**src/hw/cdbus_rx_pkg.sv**
```systemverilog
package cdbus_rx_pkg;

    // serial timing
    localparam int BIT_CLKS  = 8;       // clk cycles per bit
    localparam int IDLE_BITS = 12;      // high bit times until the bus counts as idle

    // frame format
    localparam logic [7:0] BROADCAST_ADDR = 8'hff;
    localparam int         FRAME_OVERHEAD = 5;    // src, dst, len, crc_l, crc_h

    // frame ram
    localparam int PAGE_DEPTH = 256;

    // crc16, modbus flavour
    localparam logic [15:0] CRC_INIT = 16'hffff;
    localparam logic [15:0] CRC_POLY = 16'ha001;  // reflected 0x8005

    typedef enum logic [1:0] {
        IDLE_WAIT,      // line high, looking for a start edge
        START,          // run to the middle of the start bit
        DATA_BITS,
        STOP
    } des_state_t;

    typedef enum logic {
        INIT,
        DATA
    } frame_state_t;

    // fold one byte into the running crc, lsb first
    function automatic logic [15:0] crc16_step(input logic [15:0] crc,
                                               input logic [7:0]  data);
        logic [15:0] c;
        int          i;
        c = crc ^ {8'h00, data};
        for (i = 0; i < 8; i++) begin
            if (c[0])
                c = (c >> 1) ^ CRC_POLY;
            else
                c = c >> 1;
        end
        return c;
    endfunction

endpackage

```
**src/hw/cdbus_rx_ifs.sv**
```systemverilog
`timescale 1ns/1ns

// character stream from the deserializer to the frame checker
interface des_if;
    logic        bus_idle;
    logic [7:0]  data;
    logic [15:0] crc_data;          // crc including the byte in data
    logic        data_clk;          // one cycle per new byte
    logic        force_wait_idle;   // drop characters until next idle

    modport des (
        output bus_idle, data, crc_data, data_clk,
        input  force_wait_idle
    );

    modport bytes (
        input  bus_idle, data, crc_data, data_clk,
        output force_wait_idle
    );
endinterface

// write port into the ping-pong frame ram
interface ram_wr_if;
    logic [7:0] wr_byte;
    logic [7:0] wr_addr;
    logic       wr_clk;     // write strobe
    logic [7:0] wr_flags;
    logic       switch;     // close the current page with wr_flags

    modport wr (
        output wr_byte, wr_addr, wr_clk, wr_flags, switch
    );

    modport ram (
        input  wr_byte, wr_addr, wr_clk, wr_flags, switch
    );
endinterface

```
**src/hw/rx_des.sv**
```systemverilog
`timescale 1ns/1ns

module rx_des import cdbus_rx_pkg::*; (
    input  logic clk,
    input  logic reset_n,
    input  logic rx,
    des_if.des   des
);

    logic [1:0] rx_sync;
    logic       rx_s;           // synchronised line
    des_state_t state;
    logic [3:0] clk_cnt;
    logic [2:0] bit_idx;
    logic [7:0] shift;
    logic [7:0] idle_cnt;
    logic       hold;           // waiting for idle, characters are swallowed
    logic       bit_tick;
    logic       stop_ok;

    assign rx_s     = rx_sync[1];
    assign bit_tick = (clk_cnt == 4'(BIT_CLKS - 1));

    // good stop bit and nobody asked us to hold off
    assign stop_ok = (state == STOP) && bit_tick && rx_s && !hold;

    always_ff @(posedge clk or negedge reset_n) begin
        if (!reset_n)
            rx_sync <= 2'b11;   // line idles high
        else
            rx_sync <= {rx_sync[0], rx};
    end

    // bit sampler
    always_ff @(posedge clk or negedge reset_n) begin
        if (!reset_n) begin
            state   <= IDLE_WAIT;
            clk_cnt <= '0;
            bit_idx <= '0;
        end
        else begin
            case (state)
                IDLE_WAIT: begin
                    clk_cnt <= '0;
                    if (!rx_s)
                        state <= START;
                end

                START: begin
                    if (clk_cnt == 4'(BIT_CLKS / 2 - 1)) begin
                        clk_cnt <= '0;
                        bit_idx <= '0;
                        // a high line here was only a glitch
                        state <= rx_s ? IDLE_WAIT : DATA_BITS;
                    end
                    else begin
                        clk_cnt <= clk_cnt + 4'd1;
                    end
                end

                DATA_BITS: begin
                    if (bit_tick) begin
                        clk_cnt <= '0;
                        bit_idx <= bit_idx + 3'd1;
                        if (bit_idx == 3'd7)
                            state <= STOP;
                    end
                    else begin
                        clk_cnt <= clk_cnt + 4'd1;
                    end
                end

                STOP: begin
                    if (bit_tick) begin
                        clk_cnt <= '0;
                        state   <= IDLE_WAIT;   // framing error just drops the char
                    end
                    else begin
                        clk_cnt <= clk_cnt + 4'd1;
                    end
                end

                default: state <= IDLE_WAIT;
            endcase
        end
    end

    always_ff @(posedge clk) begin
        if (state == DATA_BITS && bit_tick)
            shift <= {rx_s, shift[7:1]};    // lsb first
        if (stop_ok)
            des.data <= shift;
    end

    always_ff @(posedge clk or negedge reset_n) begin
        if (!reset_n) begin
            des.data_clk <= 1'b0;
            des.crc_data <= CRC_INIT;
        end
        else begin
            des.data_clk <= stop_ok;
            if (des.bus_idle)
                des.crc_data <= CRC_INIT;
            else if (stop_ok)
                des.crc_data <= crc16_step(des.crc_data, shift);
        end
    end

    // idle detector, counts clk cycles of continuous high line
    always_ff @(posedge clk or negedge reset_n) begin
        if (!reset_n) begin
            idle_cnt     <= '0;
            des.bus_idle <= 1'b0;
        end
        else if (!rx_s) begin
            idle_cnt     <= '0;
            des.bus_idle <= 1'b0;
        end
        else if (idle_cnt == 8'(IDLE_BITS * BIT_CLKS - 1)) begin
            des.bus_idle <= 1'b1;
        end
        else begin
            idle_cnt <= idle_cnt + 8'd1;
        end
    end

    always_ff @(posedge clk or negedge reset_n) begin
        if (!reset_n)
            hold <= 1'b0;
        else if (des.force_wait_idle)
            hold <= 1'b1;
        else if (des.bus_idle)
            hold <= 1'b0;
    end

endmodule

```
**src/hw/rx_bytes.sv**
```systemverilog
`timescale 1ns/1ns

module rx_bytes import cdbus_rx_pkg::*; (
    input  logic       clk,
    input  logic       reset_n,
    input  logic [7:0] filter,
    input  logic       user_crc,
    input  logic       not_drop,
    input  logic       abort,
    output logic       error,       // bad crc or truncated frame
    des_if.bytes       des,
    ram_wr_if.wr       ram
);

    frame_state_t state;
    logic [8:0]   byte_cnt;         // index of the incoming byte
    logic [7:0]   data_len;         // copy of the len byte
    logic [8:0]   rx_len;
    logic [8:0]   last_idx;
    logic         drop_flag;
    logic         finish;
    logic         is_promiscuous;

    assign ram.wr_byte = des.data;  // held stable until the next char
    assign rx_len      = byte_cnt + 9'd1;
    assign last_idx    = {1'b0, data_len} + 9'(FRAME_OVERHEAD - 1);

    always_ff @(posedge clk or negedge reset_n) begin
        if (!reset_n) begin
            state               <= INIT;
            des.force_wait_idle <= 1'b0;
        end
        else begin
            des.force_wait_idle <= 1'b0;

            case (state)
                INIT: begin
                    // joined mid-frame, skip the rest of it
                    if (!des.bus_idle)
                        des.force_wait_idle <= 1'b1;
                    state <= DATA;
                end

                DATA: begin
                    if (finish)
                        state <= INIT;
                end

                default: state <= INIT;
            endcase

            if (abort)
                state <= INIT;
        end
    end

    // frame layout: src, dst, len, data..., crc_l, crc_h
    always_ff @(posedge clk or negedge reset_n) begin
        if (!reset_n) begin
            error          <= 1'b0;
            ram.wr_addr    <= '0;
            ram.wr_clk     <= 1'b0;
            ram.wr_flags   <= '0;
            ram.switch     <= 1'b0;
            byte_cnt       <= '0;
            data_len       <= '0;
            drop_flag      <= 1'b0;
            finish         <= 1'b0;
            is_promiscuous <= 1'b0;
        end
        else begin
            error          <= 1'b0;
            ram.wr_clk     <= 1'b0;
            ram.switch     <= 1'b0;
            finish         <= 1'b0;
            is_promiscuous <= (filter == BROADCAST_ADDR);

            if (state == INIT) begin
                byte_cnt  <= '0;
                data_len  <= '0;
                drop_flag <= 1'b0;
            end
            else begin
                if (des.bus_idle) begin
                    if (byte_cnt != 9'd0) begin
                        // went idle before the last byte
                        if (byte_cnt != 9'd1 && !drop_flag) begin
                            error <= 1'b1;
                            if (not_drop) begin
                                ram.wr_flags <= ram.wr_addr;
                                ram.switch   <= 1'b1;
                            end
                        end
                        finish    <= 1'b1;
                        drop_flag <= 1'b1;  // only one switch per frame
                    end
                end
                else if (des.data_clk) begin
                    if (byte_cnt < 9'(PAGE_DEPTH)) begin
                        ram.wr_addr <= byte_cnt[7:0];
                        ram.wr_clk  <= 1'b1;
                    end

                    if (byte_cnt == 9'd0 && des.data == filter)
                        drop_flag <= ~is_promiscuous;     // our own echo

                    if (byte_cnt == 9'd1 && des.data != filter
                            && des.data != BROADCAST_ADDR)
                        drop_flag <= ~is_promiscuous;     // someone else's frame

                    if (byte_cnt == 9'd2)
                        data_len <= des.data;

                    if (byte_cnt == last_idx) begin
                        if (!drop_flag) begin
                            if (des.crc_data == 16'h0000 || user_crc) begin
                                ram.wr_flags <= 8'h00;
                                ram.switch   <= 1'b1;
                            end
                            else begin
                                error <= 1'b1;
                                if (not_drop) begin
                                    // flags carry the byte count
                                    ram.wr_flags <= rx_len[8] ? 8'hff : rx_len[7:0];
                                    ram.switch   <= 1'b1;
                                end
                            end
                        end
                        finish <= 1'b1;
                    end

                    byte_cnt <= rx_len;
                end

                if (abort) begin
                    error      <= 1'b0;
                    ram.switch <= 1'b0;
                end
            end
        end
    end

endmodule

```
**src/hw/rx_pp_ram.sv**
```systemverilog
`timescale 1ns/1ns

module rx_pp_ram import cdbus_rx_pkg::*; (
    input  logic       clk,
    input  logic       reset_n,
    ram_wr_if.ram      ram,
    input  logic [7:0] rd_addr,
    output logic [7:0] rd_byte,
    output logic [7:0] rd_flags,
    output logic       rx_pending,
    input  logic       rx_release,
    output logic       rx_lost
);

    logic [7:0] page0 [PAGE_DEPTH];
    logic [7:0] page1 [PAGE_DEPTH];
    logic [7:0] page_flags [2];
    logic [1:0] full;           // page holds a closed frame
    logic       wr_page;
    logic       rd_page;        // oldest full page
    logic       wr_ok;

    // a full write page means both are taken, writes are dropped
    assign wr_ok = !full[wr_page];

    assign rx_pending = full[rd_page];
    assign rd_flags   = page_flags[rd_page];

    always_ff @(posedge clk) begin
        if (ram.wr_clk && wr_ok) begin
            if (wr_page)
                page1[ram.wr_addr] <= ram.wr_byte;
            else
                page0[ram.wr_addr] <= ram.wr_byte;
        end
        if (ram.switch && wr_ok)
            page_flags[wr_page] <= ram.wr_flags;
    end

    // one cycle read latency
    always_ff @(posedge clk) begin
        rd_byte <= rd_page ? page1[rd_addr] : page0[rd_addr];
    end

    always_ff @(posedge clk or negedge reset_n) begin
        if (!reset_n) begin
            full    <= 2'b00;
            wr_page <= 1'b0;
            rd_page <= 1'b0;
            rx_lost <= 1'b0;
        end
        else begin
            rx_lost <= 1'b0;

            if (ram.switch) begin
                if (wr_ok) begin
                    full[wr_page] <= 1'b1;
                    wr_page       <= ~wr_page;
                end
                else begin
                    rx_lost <= 1'b1;    // frame discarded
                end
            end

            // pages fill in turn, so the next oldest is the other one
            if (rx_release && full[rd_page]) begin
                full[rd_page] <= 1'b0;
                rd_page       <= ~rd_page;
            end
        end
    end

endmodule

```
**src/hw/cdbus_rx.sv**
```systemverilog
`timescale 1ns/1ns

module cdbus_rx (
    input  logic       clk,
    input  logic       reset_n,

    input  logic       rx,          // serial line, idle high

    // host control
    input  logic [7:0] filter,
    input  logic       user_crc,
    input  logic       not_drop,
    input  logic       abort,
    output logic       error,

    // host read side
    input  logic [7:0] rd_addr,
    output logic [7:0] rd_byte,
    output logic [7:0] rd_flags,
    output logic       rx_pending,
    input  logic       rx_release,
    output logic       rx_lost
);

    des_if    des_bus ();
    ram_wr_if ram_wr ();

    rx_des i_rx_des (
        .clk        (clk),
        .reset_n    (reset_n),
        .rx         (rx),
        .des        (des_bus.des)
    );

    rx_bytes i_rx_bytes (
        .clk        (clk),
        .reset_n    (reset_n),
        .filter     (filter),
        .user_crc   (user_crc),
        .not_drop   (not_drop),
        .abort      (abort),
        .error      (error),
        .des        (des_bus.bytes),
        .ram        (ram_wr.wr)
    );

    rx_pp_ram i_rx_pp_ram (
        .clk        (clk),
        .reset_n    (reset_n),
        .ram        (ram_wr.ram),
        .rd_addr    (rd_addr),
        .rd_byte    (rd_byte),
        .rd_flags   (rd_flags),
        .rx_pending (rx_pending),
        .rx_release (rx_release),
        .rx_lost    (rx_lost)
    );

endmodule

```
**config.mk**
```make
export PLATFORM = sky130hd
export DESIGN_NAME = cdbus_rx
export DESIGN_NICKNAME = d
export VERILOG_FILES = /design/src/hw/cdbus_rx_pkg.sv /design/src/hw/cdbus_rx_ifs.sv /design/src/hw/rx_des.sv /design/src/hw/rx_bytes.sv /design/src/hw/rx_pp_ram.sv /design/src/hw/cdbus_rx.sv
export SDC_FILE = /design/constraint.sdc
export NUM_CORES = 2
export LEC_CHECK = 0
export BUFFER_PORTS_ARGS = -buffer_cell sky130_fd_sc_hd__buf_2
export CAP_MARGIN = 20
export CORE_UTILIZATION = 30
export CTS_BUF_LIST = sky130_fd_sc_hd__clkbuf_4
export DETAILED_ROUTE_END_ITERATION = 10
export GPL_TIMING_DRIVEN = 0
export PLACE_DENSITY_LB_ADDON = 0.1
export SYNTH_ARGS = -nofsm -noshare
export SYNTH_HDL_FRONTEND = slang
export SYNTH_HIERARCHICAL = 1
export SYNTH_MEMORY_MAX_BITS = 65536
export SYNTH_SLANG_ARGS = --single-unit
```
**constraint.sdc**
```tcl
create_clock -name clk -period 4.05 [get_ports clk]
set_input_delay 0.2025 -clock clk [delete_from_list [all_inputs] [get_ports clk]]
set_output_delay 0.2025 -clock clk [all_outputs]
set_load 0.01 [all_outputs]
```
==> impl_results.md <==
* Initial antenna violation count at 93
* Top cell by count, worst path: buf_2
* Fin Hold WS at 295.7 ps
* Share of layout cells above drive strength 1 at 0.3084
* DRT Pass-1 Iters at 8
* CP max stage cell: clkbuf_1
* Power Density at 470.1 nW/um^2
* Die height at 745.5 um
* Drt total wl at 687.1 mm
* XOR/XNOR Fraction of Synth Area at 0.002995
* Max FO, Critical Path at 12
* Clock slew at reported path FFs at 60 ps
* Nets@finish at 10,048
* CP Class: in -> reg
* Static Leak at 63.35 nW
* Slew headroom at 0.06458
* Most used DFF post-synth: edfxtp_1
* Least-Margin Pin Slew at 1403 ps
* Core Area at 549,600 sq um
* Unrepaired setup endpoints after global routing: true
* Instance count on the critical path at 11
* IO Count at 42
* Die ar. at 555,800 sq um
* Mux cell area share after synthesis at 0.1389
* FF/Latch Area at 126,200 sq um
* # Max-Cap Violations at 0
* Seq/Total Area, Yosys at 0.7612
* Status: finished, violations left
* Area of the multi-input gates at 36,940 sq um
* Post-DR wirelength/cell at 37.95 um
* Largest family of logic cells by synthesized area: multiplexers
* Final Skew at 139.2 ps
* Largest delay share family, worst path: buffers and inverters
* YS warnings at 6
* Die X-Extent at 745.5 um
* First-pass GRT wire length at 894.1 mm
* Filler instances at 51,950
* Worst-Skew Late Latency at 1850 ps
* Clk root buf: clkbuf_4
* Synth Instances at 8,498
* Post-Place Worst Slack at -2350 ps
* Post-synth EDFFs at 4,128
* Vias at 97,867
* Initial drt markers at 12,484
* Number of global-route vias before repair at 97,677
* Tcrit/Tclk final at 1.044
* RePlAce Congestion at 0.9305
* Worst hold path class: in -> reg
* CTS tree: done
* CTS buffer count at 1,234
* Highest cell delay on the worst timing path at 810 ps
* Crit start category: input pin
* Vias per cell at 5.406
* R2R cell count at 8
* Design area at 194,800 sq um
* CP Data Required Time at 5680 ps
* Final ANT Viol Nets at 0
* F_max at 0.2365 GHz
* Mean Syn Cell Area at 19.52 sq um
* DRC errors left at 0
* Fin. Hold Viols at 0
* Finish-stage setup viols at 24
* Peak supply drop at 0.3245 mV
* Final Max Tran Viols at 0
* Htree depth at 7
* CP arrival at 5860 ps
* PnR worst setup slack at -177.5 ps
* GRT overflow at 0
* Largest net degree at the start of global routing at 136
* CP Cell Sequence: buf_2 > buf_2 > buf_2 > buf_2 > clkbuf_2 > clkbuf_1 > a21oi_1 > o21ai_0 > nand4_1 > nand4_1 > and3_1
* Clock sink count at 4,220
* Post-Syn Nets at 8,530
* Failing checks: setup timing
* Longest Clk Path Bufs at 5
* Initial core utilization at 0.3017
* Post-synth ARST share at 0.01991
* CP endpoint kind: flip-flop
* Buffers & Inverters on Critical Path at 6
* Gr usage total at 0.2426
* Row Count at 272
* Synth Area in Compound Gates at 0.04708
* Core Util, Final at 0.3544
* Synth Area in Simple Gates at 0.02894
* Synth Register Bits at 4,220
* Hold Path Stages at 4
* Synthesis-to-layout area growth at 17.44%
* Hpwl dp at 484.4 mm
* DP Area at 179,100 sq um
* Total power at 91.56 mW
* Fin crit period at 4227 ps
* Port Buf Inserts at 39
* Distinct cells, synth at 96
* Post-Synth Adder-Cell Area at 0.0006790
* Mapped Area at 165,800 sq um
## metal layers
metal | GRT usage | wire (um)
met4 | 0.1183 | 32620
met3 | 0.05466 | 55520
met5 | 0 | 108
met1 | 0.3142 | 277100
met2 | 0.3856 | 321700
## final cells by class
cell class / count / area share
Timing Repair Buffer: 283 / 0.02282
Antenna cell: 45 / 0.0005782
Clock inverter: 235 / 0.005049
Sequential cell: 4220 / 0.6482
Buffer: 543 / 0.01794
Tap cell: 7261 / 0.04665
Multi-Input combinational cell: 3714 / 0.1897
Inverter: 20 / 0.0003854
Clock buffer: 1783 / 0.06872
## synthesized netlist by cell type (all sizes together) (10+ instances only)
master | count | area (sq um)
a211oi | 28 | 215.2
and3 | 21 | 131.4
buf | 289 | 2306
mux2 | 19 | 214.0
nor2 | 644 | 2417
o21ai | 158 | 790.8
o211ai | 11 | 82.58
nor3 | 68 | 345.3
xnor2 | 32 | 280.3
nand2 | 115 | 434.2
nor4 | 26 | 235.2
nand3 | 62 | 315.3
inv | 18 | 67.56
a2111oi | 18 | 190.2
a311oi | 11 | 96.34
nor2b | 31 | 203.9
nand4 | 41 | 256.5
mux2i | 809 | 8098
o221ai | 370 | 3316
dfstp | 18 | 473.0
mux4 | 654 | 14730
clkbuf | 255 | 959.7
a222oi | 15 | 150.1
a22oi | 32 | 240.2
xor2 | 22 | 192.7
nand2b | 10 | 65.06
o22ai | 198 | 1239
or3 | 10 | 63.81
a21oi | 207 | 1036
dfrtp | 66 | 1652
edfxtp | 4128 | 124000
## worst paths after layout
path	startpoint	to	slack (ps)
hold reg to reg	i_rx_des/rx_sync[0]	i_rx_des/rx_sync[1]	360
setup reg to reg	i_rx_pp_ram/rd_page	i_rx_pp_ram/rd_byte[1]	-50
min in group asynchronous	reset_n	i_rx_bytes/is_promiscuous	590
hold / removal	rx	i_rx_des/rx_sync[0]	300
max in group asynchronous	reset_n	i_rx_des/rx_sync[1]	2780
setup / recovery	rd_addr[2]	i_rx_pp_ram/rd_byte[2]	-180
## what timing repair did
item | in CTS | in global routing
hold buffers | 39 | 0
endpoints found under the hold margin | 101 | 0
cloned | 0 | 0
pin swaps | 1 | 0
buffers inserted | 7 | 1
resized for setup | 108 | 71
setup endpoints to repair | 916 | 448
## stage by stage
stage	cells	TNS, ps
floorplan	8498	0
global placement	15798	-
detailed placement	15984	-179130
CTS	18048	-147.8
global route	18085	-662.1
finish	18104	-890.4
## where the power goes
| group | leakage (nW) | switching, mW | internal, mW | total (mW) |
|---|---|---|---|---|
| sequential | 38.2 | 0.0743 | 47.3 | 47.3 |
| combinational | 16.5 | 4.13 | 1.80 | 5.93 |
| clock | 8.69 | 18.1 | 20.2 | 38.3 |
## flip-flops by register name (all words and copies together) (netlist names), 3 cells and up, named ones only
name / flops
i_rx_pp_ram/page1: 2048
i_rx_des/bit_idx: 3
i_rx_des/des.crc_data: 16
i_rx_bytes/ram.wr_addr: 8
i_rx_pp_ram/page0: 2048
i_rx_bytes/byte_cnt: 9
i_rx_des/shift: 8
i_rx_bytes/data_len: 8
i_rx_bytes/ram.wr_flags: 8
i_rx_pp_ram/rd_byte: 8
i_rx_des/clk_cnt: 4
i_rx_des/idle_cnt: 8
i_rx_pp_ram/page_flags: 16
i_rx_des/des.data: 8
## layout by cell type (no fill, tap or decap), types with 22 or more instances in the layout
| cell type | n |
|---|---|
| nor2_1 | 517 |
| mux2i_1 | 809 |
| clkbuf_4 | 1784 |
| a211oi_1 | 23 |
| edfxtp_1 | 4128 |
| nor3_1 | 63 |
| clkbuf_1 | 166 |
| buf_4 | 96 |
| dfrtp_1 | 65 |
| nand3_1 | 52 |
| mux4_2 | 654 |
| nand2_1 | 98 |
| xor2_1 | 22 |
| nor2_2 | 115 |
| a21oi_1 | 207 |
| buf_8 | 57 |
| a22oi_1 | 32 |
| o221ai_1 | 358 |
| diode_2 | 45 |
| buf_2 | 127 |
| buf_12 | 49 |
| nor2b_1 | 26 |
| xnor2_1 | 32 |
| o22ai_1 | 194 |
| o21ai_0 | 150 |
| dlygate4sd3_1 | 38 |
| clkbuf_2 | 84 |
| nand4_1 | 41 |
| buf_1 | 29 |
| buf_16 | 72 |
| buf_6 | 104 |
| clkinv_1 | 201 |
## kinds of logic (layout without fill, tap and decap cells)
kind of cell / after synthesis / in the layout
DFF: 4220 / 4220
muxes: 1482 / 1482
AOI/OAI and AO/OA: 1098 / 1098
and+or+nand+nor: 1070 / 1070
buffers and inverters: 564 / 2864
xor gates and xnor gates: 55 / 55
adders and majority gates: 9 / 9
other: 0 / 45
## worst reg2reg max path, cell delays in order, from the launching register on
cell and delay, ps:
dfrtp_4 590, nand2b_1 170, clkbuf_1 310, buf_2 390
nor2_1 310, a211oi_1 640, o22ai_1 370, a2111oi_4 770
and3_1 480
No activity file was read; power rests on OpenSTA's default activity.
